--- src/bpu_pkg.sv ---
`default_nettype none

package bpu_pkg;

    // datapath and predictor geometry
    localparam int XLEN          = 32;
    localparam int HIST_WIDTH    = 16;  // global history length
    localparam int TAG_WIDTH     = 10;  // tagged table tag
    localparam int BTB_TAG_WIDTH = 22;  // target buffer tag

    typedef logic [XLEN-1:0]       addr_t;
    typedef logic [XLEN-1:0]       inst_t;
    typedef logic [HIST_WIDTH-1:0] hist_t;

    // 2-bit saturating counter, msb set means taken
    typedef logic [1:0] ctr_t;

    localparam ctr_t CTR_STRONG_NT = 2'b00;
    localparam ctr_t CTR_WEAK_NT   = 2'b01;
    localparam ctr_t CTR_WEAK_T    = 2'b10;
    localparam ctr_t CTR_STRONG_T  = 2'b11;

    // tagged table entry, 13 bits
    typedef struct packed {
        logic                 valid;
        logic [TAG_WIDTH-1:0] tag;
        ctr_t                 ctr;
    } tag_entry_t;

    // target buffer entry, 55 bits
    typedef struct packed {
        logic                     valid;
        logic [BTB_TAG_WIDTH-1:0] tag;
        addr_t                    target;
    } btb_entry_t;

    // rv32i control transfer opcodes
    localparam logic [6:0] OPC_BRANCH = 7'b1100011;
    localparam logic [6:0] OPC_JAL    = 7'b1101111;
    localparam logic [6:0] OPC_JALR   = 7'b1100111;

endpackage

`default_nettype wire

--- src/bpu_update.sv ---
`timescale 1ns/1ps
`default_nettype none

module bpu_update import bpu_pkg::*; #(
    parameter int BIM_ENTRIES = 512,
    parameter int TAG_ENTRIES = 256,
    parameter int BTB_ENTRIES = 256
) (
    input  wire                             clk,
    input  wire                             rst,
    // execute stage feedback
    input  wire                             ex_valid_i,
    input  wire                             ex_taken_i,
    input  wire                             ex_correct_i,
    input  addr_t                           ex_pc_i,
    input  hist_t                           ex_history_i,
    input  addr_t                           ex_target_i,
    output hist_t                           history_o,
    // read back through the tables' update ports
    output logic [$clog2(BIM_ENTRIES)-1:0]  bim_index_o,
    output logic [$clog2(TAG_ENTRIES)-1:0]  tag_index_o,
    input  ctr_t                            bim_data_i,
    input  tag_entry_t                      tag_data_i,
    // table writes
    output logic                            bim_wr_en_o,
    output ctr_t                            bim_wr_data_o,
    output logic                            tag_wr_en_o,
    output tag_entry_t                      tag_wr_data_o,
    output logic                            btb_wr_en_o,
    output logic [$clog2(BTB_ENTRIES)-1:0]  btb_wr_index_o,
    output btb_entry_t                      btb_wr_data_o
);

    localparam int BIM_IW = $clog2(BIM_ENTRIES);
    localparam int TAG_IW = $clog2(TAG_ENTRIES);
    localparam int BTB_IW = $clog2(BTB_ENTRIES);

    hist_t                history_q;
    logic [TAG_WIDTH-1:0] tag_u;
    logic                 tag_hit_u;

    // one saturating step toward the resolved direction
    function automatic ctr_t ctr_step(input ctr_t ctr, input logic taken);
        ctr_t res;
        res = ctr;
        if (taken && ctr != CTR_STRONG_T) begin
            res = ctr + ctr_t'(1);
        end else if (!taken && ctr != CTR_STRONG_NT) begin
            res = ctr - ctr_t'(1);
        end
        return res;
    endfunction

    // global history, newest outcome in bit 0
    always_ff @(posedge clk or posedge rst) begin
        if (rst) begin
            history_q <= '0;
        end else if (ex_valid_i) begin
            history_q <= {history_q[HIST_WIDTH-2:0], ex_taken_i};
        end
    end

    assign history_o = history_q;

    // same hashing as the lookup, but with the history the prediction saw
    assign bim_index_o = ex_pc_i[2 +: BIM_IW];
    assign tag_index_o = ex_pc_i[2 +: TAG_IW] ^ ex_history_i[TAG_IW-1:0];
    assign tag_u       = ex_pc_i[2+TAG_IW +: TAG_WIDTH]
                       ^ ex_history_i[HIST_WIDTH-1 -: TAG_WIDTH];
    assign tag_hit_u   = tag_data_i.valid && (tag_data_i.tag == tag_u);

    // bimodal trains on every resolved branch
    assign bim_wr_en_o   = ex_valid_i;
    assign bim_wr_data_o = ctr_step(bim_data_i, ex_taken_i);

    // tagged entry trains on a hit, allocates on a mispredicted miss
    assign tag_wr_en_o = ex_valid_i && (tag_hit_u || !ex_correct_i);

    always_comb begin
        tag_wr_data_o.valid = 1'b1;
        tag_wr_data_o.tag   = tag_u;
        if (tag_hit_u && ex_correct_i) begin
            tag_wr_data_o.ctr = ctr_step(tag_data_i.ctr, ex_taken_i);
        end else if (tag_hit_u) begin
            tag_wr_data_o.ctr = ex_taken_i ? CTR_STRONG_T : CTR_STRONG_NT;  // wrong, jump to strong
        end else begin
            tag_wr_data_o.ctr = ex_taken_i ? CTR_WEAK_T : CTR_WEAK_NT;      // fresh entry
        end
    end

    // target buffer only learns taken transfers
    assign btb_wr_en_o          = ex_valid_i && ex_taken_i;
    assign btb_wr_index_o       = ex_pc_i[2 +: BTB_IW];
    assign btb_wr_data_o.valid  = 1'b1;
    assign btb_wr_data_o.tag    = ex_pc_i[XLEN-1 -: BTB_TAG_WIDTH];
    assign btb_wr_data_o.target = ex_target_i;

endmodule

`default_nettype wire

--- config.mk ---
export PLATFORM = sky130hd
export DESIGN_NAME = bpu_update
export DESIGN_NICKNAME = d
export VERILOG_FILES = /design/src/bpu_pkg.sv /design/src/bpu_update.sv
export SDC_FILE = /design/constraint.sdc
export NUM_CORES = 1
export LEC_CHECK = 0
export BUFFER_PORTS_ARGS = -buffer_cell sky130_fd_sc_hd__buf_2
export CAP_MARGIN = 5
export CORE_AREA = 3 3 83 85
export DETAILED_ROUTE_END_ITERATION = 16
export DIE_AREA = 0 0 86 88
export GPL_TIMING_DRIVEN = 0
export PLACE_DENSITY = 0.79
export SYNTH_ARGS = -nofsm -noshare
export SYNTH_HDL_FRONTEND = slang
export SYNTH_SLANG_ARGS = --single-unit
--- constraint.sdc ---
create_clock -name clk -period 4.32 [get_ports clk]
set_input_delay 0.864 -clock clk [delete_from_list [all_inputs] [get_ports clk]]
set_output_delay 0.864 -clock clk [all_outputs]
set_load 0.01 [all_outputs]
==> results.md <==
* Switching Share at 33.4%
* Pre-antenna DRT Iters at 4
* DRT iter0 DRCs at 8
* Switching power at 0.000251 W
* YS warnings at 0
* Detailed-route DRC error count at 0
* Hold Vio Cnt, Final at 0
* HPWL after DPL at 4.47 mm
* Die width at 86 µm
* Fmax at 300 MHz
* Share of layout cells above drive strength 1 at 78.4%
* Arr. time, crit path at 2470 ps
* Power Dens Cells at 276 nW/µm²
* Area grow syn2layout at 55.5%
* Critical path required time at 3460 ps
* Synth async-reset ratio at 100%
* Detailed Route WL at 4.94 mm
* Comb pwr share at 50.1%
* VDD IR-drop max at 330 µV
* Setup crit start kind: input pin
* Lkg Pwr at 1.63 nW
* Num CTS Buffers at 3
* IO buf count at 163
* Root Buffer: clkbuf_8
* CTS tree: yes
* Final Max Tran Viols at 0
* Final Cell Area at 2720 µm²
* Post-Syn Instances at 166
* Largest net degree at the start of global routing at 17
* Initial Utilization at 27.8%
* CTS resizes at 0
* Final count of negative-setup-slack endpoints at 0
* Clk pin slew, worst setup/hold paths at 60 ps
* CTS Sinks at 16
* Clock insertion delay at the later pin of the skew report at 240 ps
* Final Critical Period at 3330 ps
* Commonest cells post-synth: buf_4, xor2_1, dfrtp_1, mux2_2, xnor3_1
* Final Util at 43.3%
* Internal at 0.000500 W
* Crit-path slowest cell: or3_4
* Initial antenna violation count at 0
* Register area share after synthesis at 22.9%
* Outcome: completed
* Drt via density at 3.96
* Post-synth EDFFs at 0
* Setup Skew at 1.08 ps
* Vias in the first global route at 1436
* Max-Cap Viols at 0
* Die Span Y at 88 µm
* Synth cell types at 25
* Setup crit end kind: output pin
* DR vias at 1628
* Post-synth top area cell: buf_4
* Clock Path Buffers at 2
* Cell Area, Synth at 1750 µm²
* CTS Hold Bufs at 0
* Crit Path Category: in2out
* Top cells by area, synth: buf_4, dfrtp_1, mux2_2
* Core ar. at 6280 µm²
* Gpl congestion at 0.774
* DP Area at 2660 µm²
* Crit share post-route at 77.1%
* Nets at 439
* Top-count cell post-synth: buf_4
* Seq cells post-synth at 16
* Unrepaired setup endpoints after global routing: false
* First-pass GRT wire length at 6.63 mm
* Antenna Cells at 0
* Max reg flops at 16
* Hold_ws at 509 ps
* Post-CTS Setup Bufs at 0
* Max FO, Critical Path at 6
* Main synth FF type: dfrtp_1
* Routed Antenna Nets at 0
* GRT Resource Usage Total at 10.6%
* Synthesized area per cell at 10.5 µm²
* Synth top area share at 31.8%
* Clock Power Share at 17.1%
* Worst rel slew slack at 61.4%
* Row cnt at 29
* Max incr delay on CP at 420 ps
* H-tree levels at 1
* Reg power frac at 32.8%
* # IOs at 214
* Worst-path cell chain: buf_2 -> xnor3_1 -> nand4_1 -> or3_4 -> o21bai_1 -> a221oi_2 -> buf_2
* CP most frequent cell: buf_2
* Setup TNS at 0 ps
* Slew @ Worst Pin at 578 ps
* Hold WC Path Type: reg2reg
* Total global routing overflow at 0
* Full die area at 7570 µm²
* DR WL/cell at 12.0 µm
-- routing by layer --
| metal | up-vias | wire (µm) | GRT usage (%) |
|---|---|---|---|
| met1 | 740 | 1640 | 11.6 |
| met4 | 0 | 32 | 2.45 |
| met2 | 85 | 2770 | 20.9 |
| li1 | 801 | - | - |
| met5 | - | 0 | 0 |
| met3 | 2 | 501 | 1.98 |
-- layout make-up --
type	instances	area (µm²)
fillers	600	3560
flip-flops and latches	16	400
plain buffers	77	567
multi-input cells	69	766
repair buffers	163	816
clock buffers	4	55.1
well taps	77	96.3
inverters	5	18.8
-- worst max-delay path: cells and delay by family --
| family | cells | cell delay [ps] |
|---|---|---|
| and+or+nand+nor | 2 | 540 |
| xor gates and xnor gates | 1 | 390 |
| AOI/OAI and AO/OA | 2 | 390 |
| buffers and inverters | 2 | 280 |
-- metrics by stage --
step	power [W]	setup WS, ps	instances
final	0.000751	987	411
after CTS	0.000762	963	411
after global routing	0.000799	873	411
after floorplan	0.000459	1290	167
after global placement	0.000621	988	407
after detailed placement	0.000632	969	407
-- final timing paths --
path	endpoint	slack, ps	cells past startpoint	from
min in group asynchronous	history_o[6]	670	2	rst
max in group asynchronous	history_o[14]	3270	2	rst
hold reg to reg	history_o[15]	510	1	history_o[15]
setup reg to reg	history_o[2]	3520	1	history_o[2]
setup / recovery	tag_wr_data_o[0]	990	7	ex_history_i[15]
hold / removal	history_o[15]	510	1	history_o[15]
-- cell families after synthesis --
family	share of synthesized area (%)
AO/OA/AOI/OAI	4.08
multiplexers	10.9
buffers and inverters	33.5
other	0.215
XOR/XNOR	22.5
adder cells (fa/ha/maj)	2.86
AND/OR/NAND/NOR	3.01
flip-flops	22.9
-- power groups by stage --
stage / logic [W] / registers [W] / clock network, W
2_1_floorplan: 0.000187 / 0.000271 / 0
3_3_place_gp: 0.000375 / 0.000246 / 0
3_5_place_dp: 0.000382 / 0.000250 / 0
4_1_cts: 0.000383 / 0.000248 / 0.000130
5_1_grt: 0.000407 / 0.000257 / 0.000135
6_report: 0.000376 / 0.000246 / 0.000128
-- placed cells by master (no fill, tap or decap), drive strengths merged --
master	instances
a221oi	1
o32ai	1
nand2b	1
a21boi	1
a211oi	1
nand3	1
buf	237
a21o	1
or3	1
dfrtp	16
conb	2
xnor3	10
o21ai	2
mux2i	1
ha	4
xnor2	1
xor2	18
mux2	16
nand4	2
o21bai	1
and2	1
inv	5
clkbuf	7
nand2	3
No activity file was read; power rests on OpenSTA's default activity.
