===== config.mk =====
export PLATFORM = sky130hd
export DESIGN_NAME = bpu_lookup
export DESIGN_NICKNAME = d
export VERILOG_FILES = /design/src/bpu_pkg.sv /design/src/bpu_lookup.sv
export SDC_FILE = /design/constraint.sdc
export NUM_CORES = 1
export LEC_CHECK = 0
export BUFFER_PORTS_ARGS = -buffer_cell sky130_fd_sc_hd__buf_2
export CAP_MARGIN = 25
export CORE_MARGIN = 2
export CORE_UTILIZATION = 56
export DETAILED_ROUTE_END_ITERATION = 6
export PLACE_DENSITY = 0.89
export SLEW_MARGIN = 20
export SYNTH_ARGS = -nofsm -noshare
export SYNTH_HDL_FRONTEND = slang
export SYNTH_SLANG_ARGS = --single-unit

===== constraint.sdc =====
create_clock -name vclk -period 5.6
set_input_delay 0.28 -clock vclk [all_inputs]
set_output_delay 0.28 -clock vclk [all_outputs]
set_load 0.01 [all_outputs]

===== src/bpu_pkg.sv =====
`default_nettype none

package bpu_pkg;

    // datapath and predictor geometry
    localparam int XLEN          = 32;
    localparam int HIST_WIDTH    = 16;  // global history length
    localparam int TAG_WIDTH     = 10;  // tagged table tag
    localparam int BTB_TAG_WIDTH = 22;  // target buffer tag

    typedef logic [XLEN-1:0]       addr_t;
    typedef logic [XLEN-1:0]       inst_t;
    typedef logic [HIST_WIDTH-1:0] hist_t;

    // 2-bit saturating counter, msb set means taken
    typedef logic [1:0] ctr_t;

    localparam ctr_t CTR_STRONG_NT = 2'b00;
    localparam ctr_t CTR_WEAK_NT   = 2'b01;
    localparam ctr_t CTR_WEAK_T    = 2'b10;
    localparam ctr_t CTR_STRONG_T  = 2'b11;

    // tagged table entry, 13 bits
    typedef struct packed {
        logic                 valid;
        logic [TAG_WIDTH-1:0] tag;
        ctr_t                 ctr;
    } tag_entry_t;

    // target buffer entry, 55 bits
    typedef struct packed {
        logic                     valid;
        logic [BTB_TAG_WIDTH-1:0] tag;
        addr_t                    target;
    } btb_entry_t;

    // rv32i control transfer opcodes
    localparam logic [6:0] OPC_BRANCH = 7'b1100011;
    localparam logic [6:0] OPC_JAL    = 7'b1101111;
    localparam logic [6:0] OPC_JALR   = 7'b1100111;

endpackage

`default_nettype wire


===== src/bpu_lookup.sv =====
`timescale 1ns/1ps
`default_nettype none

module bpu_lookup import bpu_pkg::*; #(
    parameter int BIM_ENTRIES = 512,
    parameter int TAG_ENTRIES = 256,
    parameter int BTB_ENTRIES = 256
) (
    input  addr_t                           pc_i,
    input  hist_t                           history_i,
    input  wire                             is_branch_i,
    input  wire                             is_jal_i,
    input  wire                             is_jalr_i,
    input  addr_t                           b_imm_i,
    input  addr_t                           j_imm_i,
    // table indices for this fetch
    output logic [$clog2(BIM_ENTRIES)-1:0]  bim_index_o,
    output logic [$clog2(TAG_ENTRIES)-1:0]  tag_index_o,
    output logic [$clog2(BTB_ENTRIES)-1:0]  btb_index_o,
    // entries read back from the tables
    input  ctr_t                            bim_data_i,
    input  tag_entry_t                      tag_data_i,
    input  btb_entry_t                      btb_data_i,
    // prediction
    output logic                            pred_branch_o,
    output logic                            pred_taken_o,
    output addr_t                           pred_target_o
);

    localparam int BIM_IW = $clog2(BIM_ENTRIES);
    localparam int TAG_IW = $clog2(TAG_ENTRIES);
    localparam int BTB_IW = $clog2(BTB_ENTRIES);

    logic [TAG_WIDTH-1:0]     tag_val;
    logic [BTB_TAG_WIDTH-1:0] btb_tag_val;
    logic                     tag_hit;
    logic                     btb_hit;
    logic                     dir_taken;
    addr_t                    pc_plus4;

    // index hashing
    assign bim_index_o = pc_i[2 +: BIM_IW];
    assign tag_index_o = pc_i[2 +: TAG_IW] ^ history_i[TAG_IW-1:0];
    assign btb_index_o = pc_i[2 +: BTB_IW];

    // tag folds the upper pc bits with the oldest history
    assign tag_val     = pc_i[2+TAG_IW +: TAG_WIDTH] ^ history_i[HIST_WIDTH-1 -: TAG_WIDTH];
    assign btb_tag_val = pc_i[XLEN-1 -: BTB_TAG_WIDTH];

    assign tag_hit = tag_data_i.valid && (tag_data_i.tag == tag_val);
    assign btb_hit = btb_data_i.valid && (btb_data_i.tag == btb_tag_val);

    // tagged table overrides bimodal when it matches
    assign dir_taken = tag_hit ? tag_data_i.ctr[1] : bim_data_i[1];

    assign pc_plus4 = pc_i + addr_t'(4);

    always_comb begin
        pred_branch_o = 1'b0;
        pred_taken_o  = 1'b0;
        pred_target_o = pc_plus4;
        if (is_jalr_i) begin
            pred_branch_o = 1'b1;
            if (btb_hit) begin     // register target, buffer is the only source
                pred_taken_o  = 1'b1;
                pred_target_o = btb_data_i.target;
            end
        end else if (is_jal_i) begin
            pred_branch_o = 1'b1;
            pred_taken_o  = 1'b1;
            pred_target_o = btb_hit ? btb_data_i.target : pc_i + j_imm_i;
        end else if (is_branch_i) begin
            pred_branch_o = 1'b1;
            pred_taken_o  = dir_taken;
            if (dir_taken) begin
                pred_target_o = btb_hit ? btb_data_i.target : pc_i + b_imm_i;
            end
        end
    end

endmodule

`default_nettype wire


==> impl_metrics.env <==
export IMPL_yosys_warnings=0
export IMPL_first_pass_iters=6
export IMPL_outcome="complete, no violations"
export IMPL_overflow=0
export IMPL_rsz0062_at_grt="no"
export IMPL_fin_crit_sh_pct=70.6
export IMPL_num_nets_final=1346
export IMPL_fin_tns_setup_ns=0
export IMPL_ctsHoldBuffers=0
export IMPL_hp_class="input port to primary output"
export IMPL_grt_busiest_layer="met2"
export IMPL_regArea_sq_um=0
export IMPL_drc=0
export IMPL_grt_pass1_wl_mm=35.2
export IMPL_portBuffers=242
export IMPL_required_ns=5.32
export IMPL_finalSetupViolCount=0
export IMPL_fin_crit_ns=3.96
export IMPL_die_x_um=109
export IMPL_hold_viol_final=0
export IMPL_viasPerCell=6.41
export IMPL_grt_max_degree=42
export IMPL_synth_area_sq_mm=0.00621
export IMPL_die_h_um=109
export IMPL_ys_top_cells_by_area="ha_1 13%, xnor2_1 8.7%, xor2_1 7.1%"
export IMPL_clockBufferCount=0
export IMPL_synth_top_area_share_pct=12.7
export IMPL_dp_slack_ns=1.79
export IMPL_antenna_found_initial=2
export IMPL_slowest_stage="nand3_2"
export IMPL_p_leak_uw=0.00345
export IMPL_cts_resized=0
export IMPL_nFillCells=995
export IMPL_cts_setup_buffers=0
export IMPL_initial_core_util_pct=57.3
export IMPL_wirelength_mm=23.0
export IMPL_end_kind="primary output"
export IMPL_critPathLaunch="pc_i[12]"
export IMPL_grt_use_met2_pct=58.7
export IMPL_syn_to_final_growth_pct=17.8
export IMPL_critical_path_arrival_ns=3.68
export IMPL_cp_slowest_stage_delay_ns=0.69
export IMPL_io_pins=244
export IMPL_critPathKind="input port to primary output"
export IMPL_synth_area_leader_cell="ha_1"
export IMPL_synthDistinctLibCells=84
export IMPL_seq_cells=0
export IMPL_fmax_mhz=253
export IMPL_finalWorstSetupSlack_ns=1.64
export IMPL_grt_util_met1_pct=50.6
export IMPL_startpoint_type="input port"
export IMPL_multi_input_area_sq_mm=0.00584
export IMPL_maxSlewViolCount=0
export IMPL_min_to="tag_index_o[2]"
export IMPL_cp_common_cell="buf_2"
export IMPL_dp_hpwl_mm=18.8
export IMPL_path_max_fanout=36
export IMPL_gp_congestion=0.989
export IMPL_yosysSeqAreaShare_pct=0
export IMPL_vias=7922
export IMPL_hp_start="history_i[2]"
export IMPL_track_usage_pct=36.9
export IMPL_grt_pass1_vias=7102
export IMPL_synth_avg_cell_area_sq_um=6.83
export IMPL_slew_headroom_pct=43.7
export IMPL_drv_cap=0
export IMPL_drtAntennaViolNets=0
export IMPL_drtIter0Drc=1115
export IMPL_tightest_slew_ns=0.842
export IMPL_rows=38
export IMPL_drive_above_1_share_pct=24.3
export IMPL_min_path_cells=3
export IMPL_synth_nets=1159
export IMPL_vdd_drop_max_uv=59.7
export IMPL_met3_usage_pct=8.36
export IMPL_cp_cell_sequence="buf_2 > xnor2_1 > nand4_1 > nor4bb_1 > nand3_2 > and2_1 > a221oi_2 > a21oi_1 > a311o_1 > buf_2"
export IMPL_core_area_sq_mm=0.0108
export IMPL_synthesis_instances=909
export IMPL_dieArea_sq_mm=0.0119
export IMPL_wire_per_inst_um=18.6
export IMPL_power_density_mw_per_mm2=110
where the power goes:
group          internal [uW]  switching [uW]  total [uW]  leakage [uW]
Clock              0.0000477               0   0.0000478  0.0000000127
Combinational            340             463         803       0.00345
Sequential                 0               0           0             0
synth_stat cells (3+ instances only):
master / number
nand2_1: 85
a21oi_1: 84
nor2_1: 83
ha_1: 63
xnor2_1: 62
o21ai_0: 53
xor2_1: 50
nand3_1: 38
a21o_1: 31
clkbuf_1: 27
nand4_1: 20
nor3_1: 19
o211ai_1: 19
buf_4: 18
inv_1: 16
and3_1: 13
buf_2: 12
a221oi_1: 11
a31oi_1: 11
mux2i_1: 11
a211oi_1: 10
o21a_1: 10
o22ai_1: 10
and2_1: 9
and4_1: 9
nor2b_1: 9
xnor3_1: 9
o31ai_1: 8
or3_1: 7
o32ai_1: 6
a211o_1: 5
o21ai_1: 5
o21bai_1: 5
or2_2: 5
nand3b_1: 4
nor4_1: 4
o2111ai_1: 4
o31a_1: 4
a32oi_1: 3
o221ai_1: 3
metrics by stage:
step / cells / util [%] / total power (uW) / area [sq um] / hold slack (ns)
global route: 1236 / 67.5 / 871 / 7310 / 0.828
floorplan: 909 / - / 528 / 6210 / 0.636
CTS: 1234 / 67.4 / 782 / 7310 / 0.820
finish: 1236 / 67.5 / 803 / 7310 / 0.818
detailed placement: 1234 / 67.4 / 778 / 7310 / 0.820
global placement: 1234 / 67.4 / 770 / 7310 / 0.818
cell type report:
| class | instances | share of cell area (%) |
|---|---|---|
| multi-input combinational | 833 | 79.8 |
| timing repair buffer | 245 | 16.9 |
| tap | 140 | 2.39 |
| inverter | 16 | 0.821 |
| antenna | 2 | 0.0684 |
critical path, delay by kind of cell:
| kind | cells | cell delay, ns |
|---|---|---|
| and+or+nand+nor | 4 | 1.97 |
| AOI/OAI and AO/OA | 3 | 0.73 |
| buffers and inverters | 2 | 0.34 |
| xor gates and xnor gates | 1 | 0.33 |
cell families after synthesis:
family                     share of synthesized area (%)
and+or+nand+nor                                     25.7
AOI/OAI and AO/OA                                   33.7
xor gates and xnor gates                            19.1
buffers and inverters                               6.04
adders and majority gates                           13.3
muxes                                               2.14
cells in the final DEF, fill, tap and decap left out, types with 4 or more instances in the layout:
cell type  synthesis  final
mux2i_1           11     11
inv_1             16     16
xnor2_1           62     62
nor4_1             4      4
o31ai_1            8      8
or3_1              7      7
a21oi_1           84     84
nand3b_1           4      4
a21o_1            31     31
nand3_1           38     37
xnor3_1            9      9
o21ai_0           53     53
and2_1             9      9
a31oi_1           11     11
o21a_1            10     10
nand4_1           20     20
xor2_1            50     50
o31a_1             4      4
nand2_1           85     85
nor3_1            19     19
o211ai_1          19     19
nor2_1            83     83
a221oi_1          11     11
o22ai_1           10     10
ha_1              63     63
a211oi_1          10     10
or2_2              5      5
buf_2             12    242
o2111ai_1          4      4
o21bai_1           5      5
o21ai_1            5      5
nor2b_1            9      9
a211o_1            5      5
and4_1             9      9
and3_1            13     13
o32ai_1            6      6
layer usage:
metal  wire length, um  up-vias  part of all wire (%)
met5                 0        -                     0
met2             10100      531                    44
li1                  -     3788                     -
met4               683        0                   3.0
met3              3220       66                    14
met1              9070     3537                    39
worst max-delay path by stage:
stage                     cells past startpoint           endpoint  slack [ns]
after floorplan                              10  pred_target_o[28]        2.79
after global placement                       11  pred_target_o[18]        1.82
after detailed placement                     10  pred_target_o[19]        1.79
after CTS                                    10  pred_target_o[16]        1.80
after global routing                         10  pred_target_o[16]        1.48
final                                        10  pred_target_o[16]        1.64
(Power assumes the default switching activity.)
