`src/bpu_table.sv`:
```
`timescale 1ns/1ps
`default_nettype none

// direct-mapped storage shared by the counter, tagged and target tables
module bpu_table #(
    parameter type      payload_t   = logic [1:0],
    parameter int       DEPTH       = 256,
    parameter payload_t RESET_VALUE = '0
) (
    input  wire                       clk,
    input  wire                       rst,
    // prediction read
    input  wire  [$clog2(DEPTH)-1:0]  pred_index_i,
    output payload_t                  pred_data_o,
    // update read
    input  wire  [$clog2(DEPTH)-1:0]  upd_index_i,
    output payload_t                  upd_data_o,
    // write port
    input  wire                       wr_en_i,
    input  wire  [$clog2(DEPTH)-1:0]  wr_index_i,
    input  payload_t                  wr_data_i
);

    payload_t mem [DEPTH];

    always_ff @(posedge clk or posedge rst) begin
        if (rst) begin
            for (int i = 0; i < DEPTH; i++) begin
                mem[i] <= RESET_VALUE;
            end
        end else if (wr_en_i) begin
            mem[wr_index_i] <= wr_data_i;
        end
    end

    // both reads see the array after the last edge
    assign pred_data_o = mem[pred_index_i];
    assign upd_data_o  = mem[upd_index_i];

endmodule

`default_nettype wire

```
`config.mk`:
```
export PLATFORM = sky130hd
export DESIGN_NAME = bpu_table
export DESIGN_NICKNAME = d
export VERILOG_FILES = /design/src/bpu_table.sv
export SDC_FILE = /design/constraint.sdc
export NUM_CORES = 1
export LEC_CHECK = 0
export BUFFER_PORTS_ARGS = -buffer_cell sky130_fd_sc_hd__clkbuf_2
export CELL_PAD_IN_SITES_DETAIL_PLACEMENT = 1
export CELL_PAD_IN_SITES_GLOBAL_PLACEMENT = 1
export CORE_UTILIZATION = 53
export CTS_CLUSTER_DIAMETER = 150
export DETAILED_ROUTE_END_ITERATION = 8
export GPL_ROUTABILITY_DRIVEN = 0
export GPL_TIMING_DRIVEN = 1
export HOLD_SLACK_MARGIN = 0.06
export MAX_ROUTING_LAYER = met4
export PLACE_DENSITY = 0.87
export SKIP_LAST_GASP = 1
export SLEW_MARGIN = 20
export SYNTH_ARGS = -nofsm -noshare
export SYNTH_HDL_FRONTEND = slang
export SYNTH_SLANG_ARGS = --single-unit
export TNS_END_PERCENT = 100
```
`constraint.sdc`:
```
create_clock -name clk -period 22.9 [get_ports clk]
set_clock_uncertainty 0.05 [all_clocks]
set_input_delay 2.29 -clock clk [delete_from_list [all_inputs] [get_ports clk]]
set_output_delay 2.29 -clock clk [all_outputs]
set_load 0.05 [all_outputs]
```
==> impl_metrics.yaml, run 1 <==
outcome:
  status: "completed"
hold_path:
  worstHoldStart: "mem[157]"
  hold_class: "register to register"
synth:
  ys_seq_elements: 512
  syn_nets: 2298
  synth-seq-area-share_pct: 44.1
  synth-edff-count: 0
  yosys-top-cells-area: "dfrtp_1, mux2_2, mux4_2, mux2i_1, nor2_1"
  synth_cells: 2269
  synth_cell_types: 64
  synthFlopType: "dfrtp_1"
  synth.most_common_cell: "mux2_2"
  synth_common_cells: "mux2_2, dfrtp_1, mux2i_1"
  synth_area_per_cell_um2: 12.8
  synth.top_cell.area_share_pct: 44.1
  yosys.area.top_type: "dfrtp_1"
  async_reset_ff_share_pct: 100
  syn-cell-area_um2: 29100
  ys_warn_count: 0
route:
  vias_per_cell: 7.21
  drtIter0Drc: 2308
  dr_total_vias: 21323
  drtAntennaViolNets: 0
  drc: 0
  dr.pass1.iters: 6
  wl_um: 99300
  drt-wirelength-per-cell_um: 33.6
floorplan:
  die_h_um: 236
  io_pins: 33
  die_w_um: 236
  core_um2: 54000
  dieArea_um2: 55800
  num_rows: 85
  initial_core_util_pct: 53.8
worst_setup_path:
  critPathKind: "input port to output pin"
  crit_required_ns: 20.56
  r2r_slack_ns: 21.89
  reg2reg_from: "mem[349]"
  crit_path_end: "upd_data_o[0]"
  r2r_end: "mem[349]"
  critPathCaptureType: "output pin"
  cp-start-kind: "input port"
  crit_start: "upd_index_i[0]"
  r2r_cells: 1
  crit_arrival_ns: 7.22
  path_max_fanout: 51
sta:
  max_slew.worst_pin.slew_ns: 1.28
  setup_slack_ns: 13.34
  setup_violations: 0
  finalSetupTns_ns: 0
  clock.fmax_ghz: 0.105
  slew_violations: 0
  rsz0062_at_grt: "false"
  min_period_ns: 9.56
  whs_ns: 0.478
  finalCritPeriodShare_pct: 41.7
  hold_violations: 0
  relSlewSlack_pct: 14.5
cells_and_area:
  top_regs: "mem x512"
  largest_register_ffs: 512
  fin_nets: 2239
  area_growth_pct: 8.30
  fin_area_um2: 31500
  regMostFlops: "mem"
  drive_above_1_share_pct: 38.3
global_routing:
  grt_pass1_wl_um: 150000
  gr-total-overflow: 0
  first_global_vias: 23129
  antenna_found_initial: 4
  grt_usage_pct: 37.1
  grt_max_degree: 186
placed_design:
  preCtsSetupSlack_ns: 13.87
  place_area_um2: 29400
  port_buffers: 32
  hpwl_um: 59900
run:
  max_cap_violations: 0
clocking:
  ctsHoldBuffers: 0
  postCtsSetupBuffers: 0
  path_clk_slew_ns: 0.06
  clk_path_buf_depth: 3
  clk_latency_ns: 0.64
  cts_resized: 0
  root_buffer: "clkbuf_16"
  htreeDepth: 2
  cts_tree: "built"
  cts_buffers: 58
  cts.sinks: 512
power:
  p_leak_nw: 14.1
  finalPower_mw: 2.23
  peakVddDrop_mv: 0.0658
  powerDensity_nw_per_um2: 70.9
stage by stage:
stage	util (%)	cells
finish	58.3	2959
global route	58.3	2957
CTS	58.2	2952
detailed placement	54.5	2845
global placement	54.5	2845
floorplan	-	2269
power breakdown:
part           internal, mW  switching (mW)
sequential            0.948          0.0392
combinational         0.100           0.154
clock                 0.592           0.397
logic make-up (layout without fill, tap and decap cells):
logic type | Yosys count | in the layout | synth area share, %
muxes | 903 | 903 | 40.4
DFF | 512 | 512 | 44.1
and+or+nand+nor | 464 | 464 | 6.89
buffers and inverters | 196 | 184 | 3.77
AOI/OAI and AO/OA | 194 | 194 | 4.83
other | 0 | 6 | 0
how the worst min path moves through the flow:
stage	to	slack, ns	cells after the start
4_1_cts	mem[477]	0.48	1
2_1_floorplan	mem[282]	0.44	1
6_report	mem[157]	0.48	1
3_5_place_dp	mem[239]	0.47	1
3_3_place_gp	mem[284]	0.45	1
5_1_grt	mem[157]	0.49	1
cell type report:
type / count / area (µm²)
diodes: 6 / 15.0
clock buffers: 90 / 1750
clock inverters: 17 / 267
fillers: 5279 / 22500
inverters: 9 / 41.3
multi-input cells: 1561 / 15200
flip-flops and latches: 512 / 12800
well taps: 696 / 871
repair buffers: 68 / 497
layer usage:
metal	up-vias	routed length (µm)	track usage, %
met4	0	6050	20.3
met1	11188	37300	45.8
li1	8414	-	-
met2	1301	46400	56.0
met5	-	0	-
met3	420	9540	9.54
worst max-delay path, stage by stage:
cell and delay (ns):
clkbuf_8 0.50, buf_4 0.51, nand3b_1 0.90, o22ai_1 0.48, nor3_1 0.12, a221oi_1 0.71, a211oi_1 0.19, nor4_1 1.01
clkbuf_2 0.44
layout by cell type, fill, tap and decap left out, drive strengths merged, types with 10 or more instances in the layout:
cell type and n:
dfrtp 512, nor2 198, mux4 163, a21oi 10, nor2b 17, inv 10
mux2 527, a2111oi 16, nor4 10, buf 40, nand3 19, o21ai 15
o22ai 75, nand2 148, o221ai 12, clkbuf 118, mux2i 213, nand2b 11
nor3 31
Power figures use the tool's default switching activity.
==> run 2, diff against run 1 <==
==> constraint.sdc (replaced) <==
create_clock -name clk -period 9.84 [get_ports clk]
set_clock_uncertainty 0.05 [all_clocks]
set_input_delay 0.984 -clock clk [delete_from_list [all_inputs] [get_ports clk]]
set_output_delay 0.984 -clock clk [all_outputs]
set_load 0.05 [all_outputs]
==> run 2 against run 1 <==
Effect of this change:
- final cell count fell by 0.20%
- non-clock buffer count rose by 3
- register-to-register slack got worse by 13 ns
- die area did not move
- clock-buffer cell count fell by 8
- utilization fell by 0.12 points
- final area fell by 0.20%
- first-iteration DRC count rose by 12%
- clock power rose by 130%
- combinational power rose by 130%
- largest power group is now sequential cells
==> impl_metrics.yaml, run 2 (synthesized netlist as in run 1, its figures left out) <==
outcome:
  status: "completed"
clocking:
  cts_buffers: 55
  postCtsSetupBuffers: 0
  root_buffer: "clkbuf_16"
  cts_tree: "built"
  htreeDepth: 2
  clk_path_buf_depth: 3
  path_clk_slew_ns: 0.07
  clk_latency_ns: 0.65
  cts.sinks: 512
  ctsHoldBuffers: 0
  cts_resized: 0
sta:
  whs_ns: 0.442
  setup_slack_ns: 3.16
  max_slew.worst_pin.slew_ns: 1.28
  slew_violations: 0
  finalCritPeriodShare_pct: 67.9
  clock.fmax_ghz: 0.150
  setup_violations: 0
  relSlewSlack_pct: 14.5
  finalSetupTns_ns: 0
  min_period_ns: 6.68
  rsz0062_at_grt: "false"
  hold_violations: 0
route:
  route.met2.wl_um: 47000
  drtIter0Drc: 2589
  vias_per_cell: 7.30
  dr.pass1.iters: 5
  drc: 0
  wl_um: 102000
  drt-wirelength-per-cell_um: 34.4
  wl_met1_um: 36900
  wl_met3_um: 10400
  dr_total_vias: 21560
  top_layer: "met4"
  drtAntennaViolNets: 0
cells_and_area:
  top_regs: "mem x512"
  num-fill-cells: 5190
  regMostFlops: "mem"
  final_common_cell: "mux2_2"
  area_growth_pct: 8.09
  multiInputGateArea_um2: 15200
  largest_register_ffs: 512
  fin_nets: 2239
  final_cell_mix: "mux2_2, dfrtp_1, mux2i_1"
  drive_above_1_share_pct: 38.4
  register_area_um2: 12800
  utilization_pct: 58.2
floorplan:
  core_um2: 54000
  die_w_um: 236
  num_rows: 85
  die_h_um: 236
  initial_core_util_pct: 53.8
  io_pins: 33
  dieArea_um2: 55800
power:
  powerDensity_nw_per_um2: 164
  peakVddDrop_mv: 0.179
  p_leak_nw: 14.1
worst_setup_path:
  crit_arrival_ns: 5.65
  cp-start-kind: "input port"
  r2r_cells: 1
  path_max_fanout: 74
  crit_required_ns: 8.81
  critPathKind: "input port to output pin"
  critPathCaptureType: "output pin"
placed_design:
  port_buffers: 32
  preCtsSetupSlack_ns: 3.49
  hpwl_um: 60600
global_routing:
  gr-total-overflow: 0
  grt_pass1_wl_um: 155000
  antenna_found_initial: 5
  grt_max_degree: 165
  first_global_vias: 23754
  grt_usage_pct: 38.3
run:
  max_cap_violations: 0
hold_path:
  hold_class: "input port to async pin"
==> run 2: cell count changes in the layout (fill, tap and decap cells not counted), sizes merged <==
cell    before  now
clkinv       8   10
inv         10    8
buf         40   43
clkbuf     118  110
diode        6    5
==> run 2: final timing paths <==
path	startpoint	to	slack, ns
setup / recovery	upd_index_i[1]	upd_data_o[1]	3.16
hold / removal	rst	mem[466]	0.44
setup reg to reg	mem[306]	mem[306]	8.83
hold reg to reg	mem[415]	mem[415]	0.48
max in group asynchronous	rst	mem[158]	7.00
min in group clk	mem[415]	mem[415]	0.48
==> run 2: worst max-delay path, cell delays in order <==
cell      delay [ns]
buf_6           0.68
buf_4           0.84
nand2_1         0.45
o221ai_1        0.36
a21oi_1         0.09
o311ai_0        0.61
a21oi_1         0.12
nor4_1          1.03
clkbuf_2        0.44
==> run 2: through the flow <==
| stage | power, mW | area, µm² | instances |
|---|---|---|---|
| final | 5.16 | 31400 | 2953 |
| after global routing | 5.29 | 31400 | 2953 |
| after CTS | 5.15 | 31400 | 2948 |
| after detailed placement | 2.90 | 29500 | 2849 |
| after global placement | 2.86 | 29500 | 2849 |
| after floorplan | 2.72 | 29100 | 2269 |
==> run 2: power by group <==
| part | switching, mW | total, mW | internal, mW |
|---|---|---|---|
| Clock | 0.924 | 2.26 | 1.34 |
| Sequential | 0.0937 | 2.30 | 2.21 |
| Combinational | 0.363 | 0.598 | 0.235 |
| Total | 1.38 | 5.16 | 3.78 |
==> run 2: cell type report <==
class / instances / share of cell area, %
Timing Repair Buffer: 71 / 1.67
Inverter: 9 / 0.119
Clock inverter: 17 / 0.828
Antenna cell: 5 / 0.0398
Tap cell: 696 / 2.77
Clock buffer: 82 / 5.37
Sequential cell: 512 / 40.8
Multi-Input combinational cell: 1561 / 48.4
==> run 2: layer usage <==
layer,vias up,GRT usage [%]
met4,0,23.5
met1,11206,46.4
met5,-,-
met2,1380,57.4
met3,552,10.3
li1,8422,-
